[src/common/core_isa_pkg.sv]
package core_isa_pkg;

    // ******************************
    // widths
    // ******************************
    localparam int XLEN       = 64;
    localparam int ILEN       = 32;
    localparam int REG_ADDR_W = 5;

    // pc stride between sequential instructions
    localparam logic [XLEN-1:0] INST_BYTES = 4;

    // ******************************
    // major opcodes of the kept subset
    // ******************************
    typedef enum logic [6:0] {
        OP_IMM    = 7'b0010011,
        OP_REG    = 7'b0110011,
        OP_LUI    = 7'b0110111,
        OP_BRANCH = 7'b1100011,
        OP_JAL    = 7'b1101111
    } opcode_e;

    // funct3 values in use
    typedef enum logic [2:0] {
        F3_ADD_SUB = 3'b000,
        F3_BNE     = 3'b001,
        F3_XOR     = 3'b100,
        F3_OR      = 3'b110,
        F3_AND     = 3'b111
    } funct3_e;

    // beq shares its encoding with add/sub, so it is an alias
    localparam funct3_e F3_BEQ = F3_ADD_SUB;

    // funct7 that turns add into sub
    localparam logic [6:0] FUNCT7_SUB = 7'b0100000;

endpackage
[src/common/core_ctrl_pkg.sv]
package core_ctrl_pkg;

    // ******************************
    // internal control encodings
    // ******************************

    // alu operation picked by the decoder
    typedef enum logic [2:0] {
        ALU_ADD,
        ALU_SUB,
        ALU_AND,
        ALU_OR,
        ALU_XOR,
        // lui result is operand b as is
        ALU_PASS_B
    } alu_op_e;

    // control flow kind
    typedef enum logic [1:0] {
        BR_NONE,
        BR_EQ,
        BR_NE,
        BR_JAL
    } branch_e;

    // first fetch address after reset
    localparam logic [core_isa_pkg::XLEN-1:0] RESET_PC = 64'h0000_0000_8000_0000;

endpackage

[src/logic/fetch_unit.sv]
`timescale 1ns/1ps

module fetch_unit (
    input  logic                          clk,
    input  logic                          rst_n,
    input  logic [core_isa_pkg::ILEN-1:0] imem_data_i,
    input  logic                          redirect_i,
    input  logic [core_isa_pkg::XLEN-1:0] target_i,
    output logic [core_isa_pkg::XLEN-1:0] imem_addr_o,
    output logic [core_isa_pkg::XLEN-1:0] pc_o,
    output logic [core_isa_pkg::ILEN-1:0] inst_o
);

    logic [core_isa_pkg::XLEN-1:0] pc_q;
    logic [core_isa_pkg::XLEN-1:0] pc_next;

    // taken branch or jal wins over the sequential step
    assign pc_next = redirect_i ? target_i : pc_q + core_isa_pkg::INST_BYTES;

    always_ff @(posedge clk) begin
        if (rst_n) begin
            pc_q <= core_ctrl_pkg::RESET_PC;
        end else begin
            pc_q <= pc_next;
        end
    end

    // memory answers in the same cycle
    assign imem_addr_o = pc_q;
    assign pc_o        = pc_q;
    assign inst_o      = imem_data_i;

endmodule

[config.mk]
export PLATFORM = sky130hd
export DESIGN_NAME = fetch_unit
export DESIGN_NICKNAME = d
export VERILOG_FILES = /design/src/common/core_isa_pkg.sv /design/src/common/core_ctrl_pkg.sv /design/src/logic/fetch_unit.sv
export SDC_FILE = /design/constraint.sdc
export NUM_CORES = 1
export LEC_CHECK = 0
export ABC_AREA = 1
export ABC_CLOCK_PERIOD_IN_PS = 1650
export BUFFER_PORTS_ARGS = -buffer_cell sky130_fd_sc_hd__buf_4
export CAP_MARGIN = 20
export CORE_MARGIN = 2
export CORE_UTILIZATION = 43
export DETAILED_ROUTE_END_ITERATION = 8
export PLACE_DENSITY = 0.79
export SLEW_MARGIN = 5
export SYNTH_ARGS = -nofsm -noshare
export SYNTH_HDL_FRONTEND = slang
export SYNTH_SLANG_ARGS = --single-unit
export TNS_END_PERCENT = 10
[constraint.sdc]
create_clock -name clk -period 1.65 [get_ports clk]
set_clock_uncertainty 0.15 [all_clocks]
set_input_delay 0.165 -clock clk [delete_from_list [all_inputs] [get_ports clk]]
set_output_delay 0.165 -clock clk [all_outputs]
set_load 0.02 [all_outputs]
==> metrics.md <==
| Metric | Value |
|---|---|
| Area of the core region | `12000 sq um` |
| Switching Share | `30.2%` |
| Peak supply drop | `0.483 mV` |
| Mean instance size in the synthesized netlist | `5.84 sq um` |
| Bufs on Longest Clock Path | `2` |
| Distinct cell type count of the synthesized netlist | `25` |
| Uppermost signal routing layer after detailed routing | `met4` |
| Internal power contribution | `~0.0038 W` |
| Post-route DRC violation count | `0` |
| Async set-or-reset flop fraction in the synthesized netlist | `0%` |
| CTS clk-pin slew, worst paths | `60 ps` |
| Antenna violations before repair | `0` |
| Combinational share of power | `between 20 and 30%` |
| Fillers | `1038` |
| I/O pin count | `~260` |
| Top fanout value on the critical path | `5` |
| Die extent in y | `115 microns` |
| Drt first pass iters | `5` |
| Netlist area before placement | `5260 sq um` |
| # nets final | `between 1000 and 1500` |
| Root buffer selected by CTS | `clkbuf_16` |
| Count of vias placed by the detailed router | `6361` |
| Number of nets produced by synthesis | `1000` |
| Number of flip-flops under the largest register name | `64` |
| Post-detailed-routing wire length | `19500 microns` |
| Routability Congestion | `0.992` |
| Rel. slew slack | `75.3%` |
| Most instantiated flip-flop cell in the synthesis netlist | `dfxtp_1` |
| Cell count after synthesis | `900` |
| Static Leakage | `4.35 nW` |
| Number of warnings issued by yosys | `0` |
| Detailed route wirelength on metal3 | `1160 microns` |
| WL/cell | `between 10 and 15 microns` |
| Proportion of power drawn by flip-flops and latches | `33.3%` |
| Final setup violation count | `43` |
| Max Transition Viols Final | `0` |
| Metal2 WL | `between 9000 and 10000 microns` |
| Power density relative to cell area | `646 nW/um^2` |
| Most frequent standard cell in the layout excluding fill and tap cells | `buf_4` |
| FF+latch count, synth | `64` |
| Detailed-route vias per instance | `~4.8` |
| Count of inserted antenna diode cells | `0` |
| Post-synthesis to final-layout area growth | `58.4%` |
| Relative contribution of the clock network to total power | `roughly 38%` |
| Placed Instances | `roughly 1300` |
| Number of endpoints with negative hold slack in the final report | `5` |
| Number of placement rows | `40` |
| Total global-route track usage | `28.7%` |
| CP Class | `reg -> reg` |
| Maximum number of pins on one net before global-route repair | `45` |
| M1 wire length | `~8600 microns` |
| Result of the run | `finished, violations left` |
| Slew at the pin with the worst max-slew slack | `371 ps` |
| Most frequent cells in the layout | `345 x buf_4, 186 x nand2_1, 182 x nor2_1` |
| Post-synth EDFFs | `0` |
| Num Clock Sinks | `64` |
| Util after Layout | `~70%` |
| DPL Wire Length | `14600 microns` |
| CTS HTree Levels | `3` |
| Setup slack, reg-to-reg | `-100 ps` |
| Unrepaired setup endpoints after global routing | `true` |
| CTS buffer count | `9` |
| Maximum achievable frequency | `roughly 570 MHz` |
| Period utilisation layout | `106%` |
| Type of destination of the critical path | `register` |
| Part of the Yosys area used for sequential elements | `between 20% and 30%` |
| Critical path arrival | `1850 ps` |
| Worst setup slack after layout | `-103 ps` |
| Aggregate global routing overflow | `0` |
| Count of port buffers added during placement | `194` |
| CTS tree | `done` |
| Hold WS | `-18.6 ps` |
| Number of cells in the finished layout apart from fillers | `1330` |
| Type of element launching the critical path | `register` |
| Max Cap Viol | `0` |
| Area of placed instances | `approximately 7300 sq um` |
| First-pass GRT wire length | `29300 microns` |
| Path category of the worst min-delay check | `in -> reg` |
| Cell area after layout | `between 8000 and 9000 sq um` |
| Violated checks | `negative hold slack, negative setup slack` |
| Remaining number of nets flagged by the antenna check after routing | `0` |
| Via count of the first global-routing pass | `5943` |
| Final critical path time including I/O delays and setup | `1750 ps` |
| Fraction of layout instances using a drive strength above 1 | `41.1%` |
| Horiz. Die Dim | `115 microns` |
| Worst Path Required | `1740 ps` |
| Area enclosed by the die boundary | `13100 sq um` |
| Clock Latency Late Sink | `between 300 and 400 ps` |
| Switching power | `0.00162 W` |
| Number of violations reported at the end of detailed-routing iteration 0 | `between 300 and 400` |
| Initial cell density of the core | `43.9%` |
==> logic make-up after synthesis <==
kind of cell / after synthesis / share of synthesized area, %
compound gates: 54 / 5.14
simple gates: 517 / 41.8
xor+xnor: 29 / 4.83
fa+ha+maj: 1 / 0.238
buf+inv: 235 / 23.7
flops: 64 / 24.4
==> stage by stage <==
| stage | worst slack [ps] | TNS [ps] | total power, W |
|---|---|---|---|
| after global placement | -161 | -2870 | 0.00323 |
| after floorplan | -24.0 | -146 | 0.00271 |
| after CTS | -116 | -1950 | 0.00534 |
| after global routing | -210 | -6960 | 0.00559 |
| after detailed placement | -186 | -3610 | 0.00326 |
| final | -103 | -2300 | 0.00538 |
==> worst max-delay path, stage by stage, from the launching register on <==
cell and delay (ps):
dfxtp_4 360, ha_4 150, nand2_4 50, nor2_4 120, buf_12 140, nand2_8 60, nor2_2 120, nand2_2 120
xor2_1 180, nand2_1 90, nand2_1 70, inv_1 30
==> repair_timing <==
action	in CTS	in global routing
endpoints found under the hold margin	34	0
pin swaps	12	24
setup endpoints to repair	47	54
setup buffers	0	4
hold buffers	34	0
gates resized for setup	35	74
==> final timing paths <==
kind / cells after the start / endpoint / startpoint
worst max-delay path: 11 / imem_addr_o[30] / imem_addr_o[3]
worst max register to register: 11 / imem_addr_o[30] / imem_addr_o[3]
worst min-delay path: 5 / imem_addr_o[11] / target_i[11]
worst min register to register: 1 / imem_addr_o[2] / imem_addr_o[2]
==> power by group through the flow <==
stage	Combinational (W)	Sequential [W]	Clock, W
floorplan	0.000747	0.00196	0
global placement	0.00143	0.00180	0
detailed placement	0.00145	0.00181	0
CTS	0.00153	0.00178	0.00204
global route	0.00167	0.00180	0.00212
finish	0.00155	0.00179	0.00204
==> Yosys cell counts (5+ instances only) <==
cell      number  share of area [%]
clkbuf_1      17                1.2
nor2_2         5               0.60
nor2_4         6                1.3
dfxtp_1       64                 24
o21ai_1        7               0.67
o21ai_0       38                3.6
xor2_1        15                2.5
a21oi_1        9               0.86
nor2_1       223                 16
xnor2_1       14                2.3
nand2_4        5                1.1
inv_1        118                8.4
nand4_1       10                1.2
nand2_2        5               0.60
nand3_1       55                5.2
nand2_1      202                 14
buf_4         96                 14
==> area by class of cell <==
class                           count  area [sq um]  area share (%)
Inverter                          119           447            5.36
Multi-Input combinational cell    601          3040            36.6
Sequential cell                    64          1320            15.9
Tap cell                          147           184            2.21
Clock inverter                      2          35.0           0.421
Timing Repair Buffer              383          3010            36.2
Clock buffer                       14           284            3.41
==> routing by layer <==
metal	vias up	global-route usage, %
li1	3184	-
met1	2944	37.1
met2	209	49.0
met3	24	4.55
met4	0	8.86
met5	-	0
(Power assumes the default switching activity.)
