`src/common/core_isa_pkg.sv`:
```
package core_isa_pkg;

    // ******************************
    // widths
    // ******************************
    localparam int XLEN       = 64;
    localparam int ILEN       = 32;
    localparam int REG_ADDR_W = 5;

    // pc stride between sequential instructions
    localparam logic [XLEN-1:0] INST_BYTES = 4;

    // ******************************
    // major opcodes of the kept subset
    // ******************************
    typedef enum logic [6:0] {
        OP_IMM    = 7'b0010011,
        OP_REG    = 7'b0110011,
        OP_LUI    = 7'b0110111,
        OP_BRANCH = 7'b1100011,
        OP_JAL    = 7'b1101111
    } opcode_e;

    // funct3 values in use
    typedef enum logic [2:0] {
        F3_ADD_SUB = 3'b000,
        F3_BNE     = 3'b001,
        F3_XOR     = 3'b100,
        F3_OR      = 3'b110,
        F3_AND     = 3'b111
    } funct3_e;

    // beq shares its encoding with add/sub, so it is an alias
    localparam funct3_e F3_BEQ = F3_ADD_SUB;

    // funct7 that turns add into sub
    localparam logic [6:0] FUNCT7_SUB = 7'b0100000;

endpackage
```
`src/common/core_ctrl_pkg.sv`:
```
package core_ctrl_pkg;

    // ******************************
    // internal control encodings
    // ******************************

    // alu operation picked by the decoder
    typedef enum logic [2:0] {
        ALU_ADD,
        ALU_SUB,
        ALU_AND,
        ALU_OR,
        ALU_XOR,
        // lui result is operand b as is
        ALU_PASS_B
    } alu_op_e;

    // control flow kind
    typedef enum logic [1:0] {
        BR_NONE,
        BR_EQ,
        BR_NE,
        BR_JAL
    } branch_e;

    // first fetch address after reset
    localparam logic [core_isa_pkg::XLEN-1:0] RESET_PC = 64'h0000_0000_8000_0000;

endpackage

```
`src/execute/decode_unit.sv`:
```
`timescale 1ns/1ps

module decode_unit (
    input  logic [core_isa_pkg::XLEN-1:0]       pc_i,
    input  logic [core_isa_pkg::ILEN-1:0]       inst_i,
    input  logic [core_isa_pkg::XLEN-1:0]       rs1_data_i,
    input  logic [core_isa_pkg::XLEN-1:0]       rs2_data_i,
    output logic [core_isa_pkg::REG_ADDR_W-1:0] rs1_addr_o,
    output logic [core_isa_pkg::REG_ADDR_W-1:0] rs2_addr_o,
    output logic [core_isa_pkg::REG_ADDR_W-1:0] rd_o,
    output core_ctrl_pkg::alu_op_e              alu_op_o,
    output logic [core_isa_pkg::XLEN-1:0]       operand_a_o,
    output logic [core_isa_pkg::XLEN-1:0]       operand_b_o,
    output logic [core_isa_pkg::XLEN-1:0]       imm_o,
    output core_ctrl_pkg::branch_e              branch_o,
    output logic                                rd_we_o
);

    core_isa_pkg::opcode_e         opcode;
    core_isa_pkg::funct3_e         funct3;
    logic [6:0]                    funct7;
    logic [core_isa_pkg::XLEN-1:0] imm_i_type;
    logic [core_isa_pkg::XLEN-1:0] imm_u_type;
    logic [core_isa_pkg::XLEN-1:0] imm_b_type;
    logic [core_isa_pkg::XLEN-1:0] imm_j_type;
    logic                          writes_rd;

    // ******************************
    // field extraction
    // ******************************
    assign opcode     = core_isa_pkg::opcode_e'(inst_i[6:0]);
    assign funct3     = core_isa_pkg::funct3_e'(inst_i[14:12]);
    assign funct7     = inst_i[31:25];
    assign rd_o       = inst_i[11:7];
    assign rs1_addr_o = inst_i[19:15];
    assign rs2_addr_o = inst_i[24:20];

    // sign extended immediates
    assign imm_i_type = {{(core_isa_pkg::XLEN-12){inst_i[31]}}, inst_i[31:20]};
    assign imm_u_type = {{(core_isa_pkg::XLEN-32){inst_i[31]}}, inst_i[31:12], 12'b0};
    assign imm_b_type = {{(core_isa_pkg::XLEN-13){inst_i[31]}}, inst_i[31], inst_i[7],
                         inst_i[30:25], inst_i[11:8], 1'b0};
    assign imm_j_type = {{(core_isa_pkg::XLEN-21){inst_i[31]}}, inst_i[31], inst_i[19:12],
                         inst_i[20], inst_i[30:21], 1'b0};

    // ******************************
    // control decode
    // ******************************
    always_comb begin
        writes_rd   = 1'b0;
        alu_op_o    = core_ctrl_pkg::ALU_ADD;
        operand_a_o = rs1_data_i;
        operand_b_o = rs2_data_i;
        imm_o       = imm_i_type;
        branch_o    = core_ctrl_pkg::BR_NONE;
        case (opcode)
            core_isa_pkg::OP_IMM: begin
                // only addi among the immediate ops
                writes_rd   = (funct3 == core_isa_pkg::F3_ADD_SUB);
                operand_b_o = imm_i_type;
            end
            core_isa_pkg::OP_REG: begin
                case (funct3)
                    core_isa_pkg::F3_ADD_SUB: begin
                        if (funct7 == core_isa_pkg::FUNCT7_SUB) begin
                            writes_rd = 1'b1;
                            alu_op_o  = core_ctrl_pkg::ALU_SUB;
                        end else begin
                            writes_rd = (funct7 == '0);
                        end
                    end
                    core_isa_pkg::F3_XOR: begin
                        writes_rd = (funct7 == '0);
                        alu_op_o  = core_ctrl_pkg::ALU_XOR;
                    end
                    core_isa_pkg::F3_OR: begin
                        writes_rd = (funct7 == '0);
                        alu_op_o  = core_ctrl_pkg::ALU_OR;
                    end
                    core_isa_pkg::F3_AND: begin
                        writes_rd = (funct7 == '0);
                        alu_op_o  = core_ctrl_pkg::ALU_AND;
                    end
                    default: begin
                        writes_rd = 1'b0;
                    end
                endcase
            end
            core_isa_pkg::OP_LUI: begin
                writes_rd   = 1'b1;
                alu_op_o    = core_ctrl_pkg::ALU_PASS_B;
                operand_b_o = imm_u_type;
                imm_o       = imm_u_type;
            end
            core_isa_pkg::OP_BRANCH: begin
                imm_o = imm_b_type;
                if (funct3 == core_isa_pkg::F3_BEQ) begin
                    branch_o = core_ctrl_pkg::BR_EQ;
                end else if (funct3 == core_isa_pkg::F3_BNE) begin
                    branch_o = core_ctrl_pkg::BR_NE;
                end
            end
            core_isa_pkg::OP_JAL: begin
                // link value is built in execute, operand a only kept defined
                writes_rd   = 1'b1;
                operand_a_o = pc_i;
                imm_o       = imm_j_type;
                branch_o    = core_ctrl_pkg::BR_JAL;
            end
            default: begin
                writes_rd = 1'b0;
            end
        endcase
    end

    // x0 destination never writes
    assign rd_we_o = writes_rd && (rd_o != '0);

endmodule

```
`config.mk`:
```
export PLATFORM = sky130hd
export DESIGN_NAME = decode_unit
export DESIGN_NICKNAME = d
export VERILOG_FILES = /design/src/common/core_isa_pkg.sv /design/src/common/core_ctrl_pkg.sv /design/src/execute/decode_unit.sv
export SDC_FILE = /design/constraint.sdc
export NUM_CORES = 1
export LEC_CHECK = 0
export ABC_CLOCK_PERIOD_IN_PS = 1600
export BUFFER_PORTS_ARGS = -buffer_cell sky130_fd_sc_hd__buf_2
export CAP_MARGIN = 20
export CORE_AREA = 2 2 168 170
export DETAILED_ROUTE_END_ITERATION = 16
export DIE_AREA = 0 0 170 172
export SYNTH_ARGS = -nofsm -noshare
export SYNTH_HDL_FRONTEND = slang
export SYNTH_SLANG_ARGS = --single-unit
```
`constraint.sdc`:
```
create_clock -name vclk -period 1.6
set_clock_uncertainty 0.05 [all_clocks]
set_input_delay 0.16 -clock vclk [all_inputs]
set_output_delay 0.16 -clock vclk [all_outputs]
set_load 0.02 [all_outputs]
```
==> results_dict.tcl, run 1 <==
set metrics [dict create \
    outcome "finished with violations" \
    violations "negative setup slack" \
    hold_end "rd_o[1]" \
    rows 61 \
    cp-start-kind "primary input" \
    syn2layout_area_growth_pct 223 \
    crit_required_ns 1.39 \
    fin_tns_setup_ns -42.05 \
    ys_seq_area_share_pct 0 \
    overflow 0 \
    hp-class "in2out" \
    crit_fanout 7 \
    drc 0 \
    syn_area_um2 2250 \
    leakage_nw 3.73 \
    hold_slack_ns 0.522 \
    drtPass1Iterations 4 \
    syn_avg_cell_area_um2 7.83 \
    grt_pass1_wl_um 26100 \
    layout_setup_ws_ns -0.428 \
    cp.arrival_ns 1.82 \
    finalWorstPathRequiredPeriod_ns 2.03 \
    clkbuf_count 0 \
    max_clock_freq_mhz 493 \
    final_antenna_net_count 0 \
    hold_viol 0 \
    nets 950 \
    drt_wl_total_um 21300 \
    setup_viol_count_final 162 \
    synth_area_leaders "mux2_2 (32%), buf_4 (16%), a21o_1 (15%)" \
    fin_crit_sh_pct 127 \
    grt_max_degree 27 \
    seq_cells 0 \
    gp_congestion 0.844 \
    dpl-instance-area_um2 5030 \
    yosys.area.top_type "mux2_2" \
    post_drt_wl_per_cell_um 19.8 \
    fp.dieW_um 170 \
    grt_setup_unrepaired "true" \
    die_y_um 172 \
    via_per_inst 3.91 \
    yosysTopAreaCellShare_pct 32.1 \
    core_um2 27500 \
    seq_area_um2 0 \
    antenna_found_initial 6 \
    whs_path_depth 2 \
    peakVddDrop_mv 0.0998 \
    yosysMostFrequentCell "mux2_2" \
    grt_use_total_pct 12.4 \
    ios 437 \
    critPathKind "in2out" \
    syn-num-nets 511 \
    final_area_um2 7260 \
    start_util_pct 8.17 \
    slew_headroom_pct 70.3 \
    vias 4191 \
    place_hpwl_um 15600 \
    port_buffers 437 \
    ys.warnings.count 0 \
    max-cap-violations 0 \
    cts_hold_buf 0 \
    powerDensity_nw_per_um2 256 \
    maxSlewViolCount 0 \
    tightestPinTransition_ns 0.443 \
    die_area_um2 29200 \
    syn_inst 287 \
    hold_start "inst_i[8]" \
    cp-end-kind "output port" \
    drive_above_1_share_pct 90.5 \
    first_iter_violations 119 \
    ys_types 33 \
    grt_pass1_vias 4026 \
    synthTopCellsByCount "mux2_2 (64), buf_4 (48), a21o_1 (44)" \
]
[cell families after synthesis]
| family | count (synthesis) | synth area share [%] |
|---|---|---|
| XOR/XNOR | 1 | 0.390 |
| multiplexers | 64 | 32.1 |
| AO/OA/AOI/OAI | 88 | 32.0 |
| AND/OR/NAND/NOR | 56 | 12.8 |
| buffers and inverters | 78 | 22.7 |
[power by group]
group          switching [mW]  internal, mW    total, mW
registers                   0             0            0
logic                   0.875         0.981         1.86
clock network               0   0.000000252  0.000000252
[worst max-delay path, stage by stage]
cell and delay (ns):
buf_6 0.09, or3b_4 0.41, or3_4 0.44, bufbuf_16 0.31
a22o_4 0.24, buf_2 0.16
[area by class of cell]
cell class	count	area (um2)
antenna	3	7.51
fill	2871	20200
inverter	2	7.51
multi-input combinational	209	2460
tap	346	433
timing repair buffer	513	4350
[metal layers]
metal / up-vias / track usage [%] / part of all wire [%]
li1: 1913 / - / -
met1: 1938 / 13.2 / 35
met2: 308 / 24.5 / 53
met3: 30 / 1.99 / 8.3
met4: 2 / 4.01 / 3.2
met5: - / 0 / 0.061
[through the flow]
stage,cells,utilization [%],power [mW],worst slack (ns)
after CTS,1062,24.7,1.76,-0.442
final,1073,26.4,1.86,-0.428
after global routing,1071,26.4,1.95,-0.457
after global placement,1031,18.3,1.39,-0.520
after detailed placement,1031,18.3,1.40,-0.571
after floorplan,287,-,0.797,-0.273
[how the worst max path moves through the flow]
stage / to / start / cells after the start
after floorplan: operand_b_o[13] / inst_i[6] / 6
after global placement: imm_o[18] / inst_i[4] / 8
after detailed placement: imm_o[16] / inst_i[4] / 8
after CTS: operand_b_o[4] / inst_i[6] / 6
after global routing: operand_b_o[4] / inst_i[3] / 6
final: operand_b_o[4] / inst_i[3] / 6
[cell usage in the layout (no fill, tap or decap), types with 11 or more instances in the layout]
cell,netlist,layout
a221o_1,20,20
buf_12,0,14
a21o_4,0,29
nand2_2,0,12
buf_4,48,30
mux2_4,0,57
buf_2,12,279
a21o_1,44,15
buf_6,3,168
buf_16,0,11
[repair_timing]
action,4_1_cts,5_1_grt
setup buffers,18,4
pin swaps,5,32
endpoints found under the setup margin,165,165
gates resized for setup,364,97
cloned,14,6
No activity file was read; power rests on OpenSTA's default activity.
==> inputs of run 2 (changes only) <==
--- a/config.mk
+++ b/config.mk
@@ -8,9 +8,13 @@
 export ABC_CLOCK_PERIOD_IN_PS = 1600
 export BUFFER_PORTS_ARGS = -buffer_cell sky130_fd_sc_hd__buf_2
 export CAP_MARGIN = 20
-export CORE_AREA = 2 2 168 170
+export CELL_PAD_IN_SITES_DETAIL_PLACEMENT = 1
+export CELL_PAD_IN_SITES_GLOBAL_PLACEMENT = 1
+export CORE_AREA = 2 2 170 172
 export DETAILED_ROUTE_END_ITERATION = 16
-export DIE_AREA = 0 0 170 172
+export DIE_AREA = 0 0 172 174
+export PLACE_DENSITY_LB_ADDON = 0.1
+export RECOVER_POWER = 100
 export SYNTH_ARGS = -nofsm -noshare
 export SYNTH_HDL_FRONTEND = slang
 export SYNTH_SLANG_ARGS = --single-unit
==> results_dict.tcl, run 2 (same netlist as run 1, synthesis figures left out) <==
set metrics [dict create \
    drive_above_1_share_pct 83.3 \
    ios 437 \
    start_util_pct 7.95 \
    drc 0 \
    met1_length_um 7560 \
    fin_crit_sh_pct 129 \
    leakage_nw 3.62 \
    hold_start "inst_i[11]" \
    port_buffers 437 \
    layout_setup_ws_ns -0.457 \
    switchingPower_uw 873 \
    hp-class "in2out" \
    peakVddDrop_mv 0.0930 \
    violations "negative setup slack" \
    cp.arrival_ns 1.85 \
    drtPass1Iterations 4 \
    mostFrequentLayoutCells "buf_2 (228), buf_6 (158), mux2_4 (64)" \
    cts_hold_buf 0 \
    final_common_cell "buf_2" \
    antenna_found_initial 0 \
    antenna_cells 0 \
    hold_viol 0 \
    core_um2 28200 \
    max-cap-violations 0 \
    p_clk_share_pct 0 \
    pwr-share-comb_pct 100.0 \
    maxSlewViolCount 0 \
    final_antenna_net_count 0 \
    clkbuf_count 0 \
    grt_max_degree 20 \
    first_iter_violations 94 \
    outcome "finished with violations" \
    finalWorstPathRequiredPeriod_ns 2.06 \
    max_clock_freq_mhz 486 \
    die_area_um2 29900 \
    met2_length_um 12000 \
    gp_congestion 0.756 \
    tightestPinTransition_ns 0.512 \
    power.internal_uw 959 \
    setup.worst_path.start "inst_i[3]" \
    grt_pass1_vias 4759 \
    fin_tns_setup_ns -49.22 \
    hold_slack_ns 0.549 \
    grt_use_total_pct 12.9 \
    top_layer "met4" \
    seq_area_um2 0 \
    rows 62 \
    seq_cells 0 \
    drt_wl_total_um 21300 \
    syn2layout_area_growth_pct 222 \
    p_seq_share_pct 0 \
    setup_viol_count_final 165 \
    swShare_pct 47.7 \
    slew_headroom_pct 65.9 \
    crit_required_ns 1.39 \
    powerDensity_nw_per_um2 253 \
    overflow 0 \
    die_y_um 174 \
    grt_setup_unrepaired "true" \
    met3_length_um 1660 \
    critPathKind "in2out" \
    post_drt_wl_per_cell_um 19.0 \
    cp-start-kind "primary input" \
    via_per_inst 3.74 \
    vias 4199 \
    fp.dieW_um 172 \
    crit_fanout 7 \
    grt_pass1_wl_um 29500 \
    cp-end-kind "output port" \
    place_hpwl_um 16200 \
    nets 964 \
]
-- run 2: cell count changes in the layout (fill, tap and decap cells not counted), sizes merged --
cell and change:
clkbuf +46, buf -30, diode -3, bufbuf -2
-- run 2: power groups by stage --
stage          Sequential, mW  Clock (mW)  Combinational (mW)
4_1_cts                     0           0                1.81
3_3_place_gp                0           0                1.44
2_1_floorplan               0           0               0.797
3_5_place_dp                0           0                1.44
6_report                    0           0                1.83
5_1_grt                     0           0                1.94
-- run 2: cell type report --
cell class	count	area, um2
inverters	2	7.51
repair buffers	527	4360
fillers	3356	21000
multi-input cells	209	2390
well taps	384	480
-- run 2: path summary, 6_finish.rpt --
kind         endpoint  cells past startpoint
max   operand_b_o[28]                      7
min           rd_o[4]                      2
-- run 2: what timing repair did --
action                                  in CTS  in global routing
gates cloned                                16                  3
endpoints found under the setup margin     163                165
buffers inserted                            21                 19
pin swaps                                   15                 24
gates resized for setup                    377                 75
-- run 2: per-stage QoR --
step	area [um2]	util [%]	std cells	power, mW	setup slack, ns
floorplan	2550	-	287	0.797	-0.273
global placement	5100	18.1	1073	1.44	-0.518
detailed placement	5100	18.1	1073	1.44	-0.534
CTS	6950	24.6	1108	1.81	-0.505
global route	7240	25.6	1122	1.94	-0.485
finish	7240	25.6	1122	1.83	-0.457
-- run 2: per-layer routing --
metal | global-route usage, % | vias to the layer above
met2 | 27.6 | 267
met4 | 0.490 | 0
met3 | 2.57 | 8
met1 | 13.0 | 1986
li1 | - | 1938
met5 | 0 | -
-- run 2: worst max-delay path, stage by stage --
cell	delay, ns
buf_6	0.09
or3b_4	0.41
or3_4	0.39
buf_12	0.17
buf_8	0.13
a221o_1	0.34
buf_6	0.14
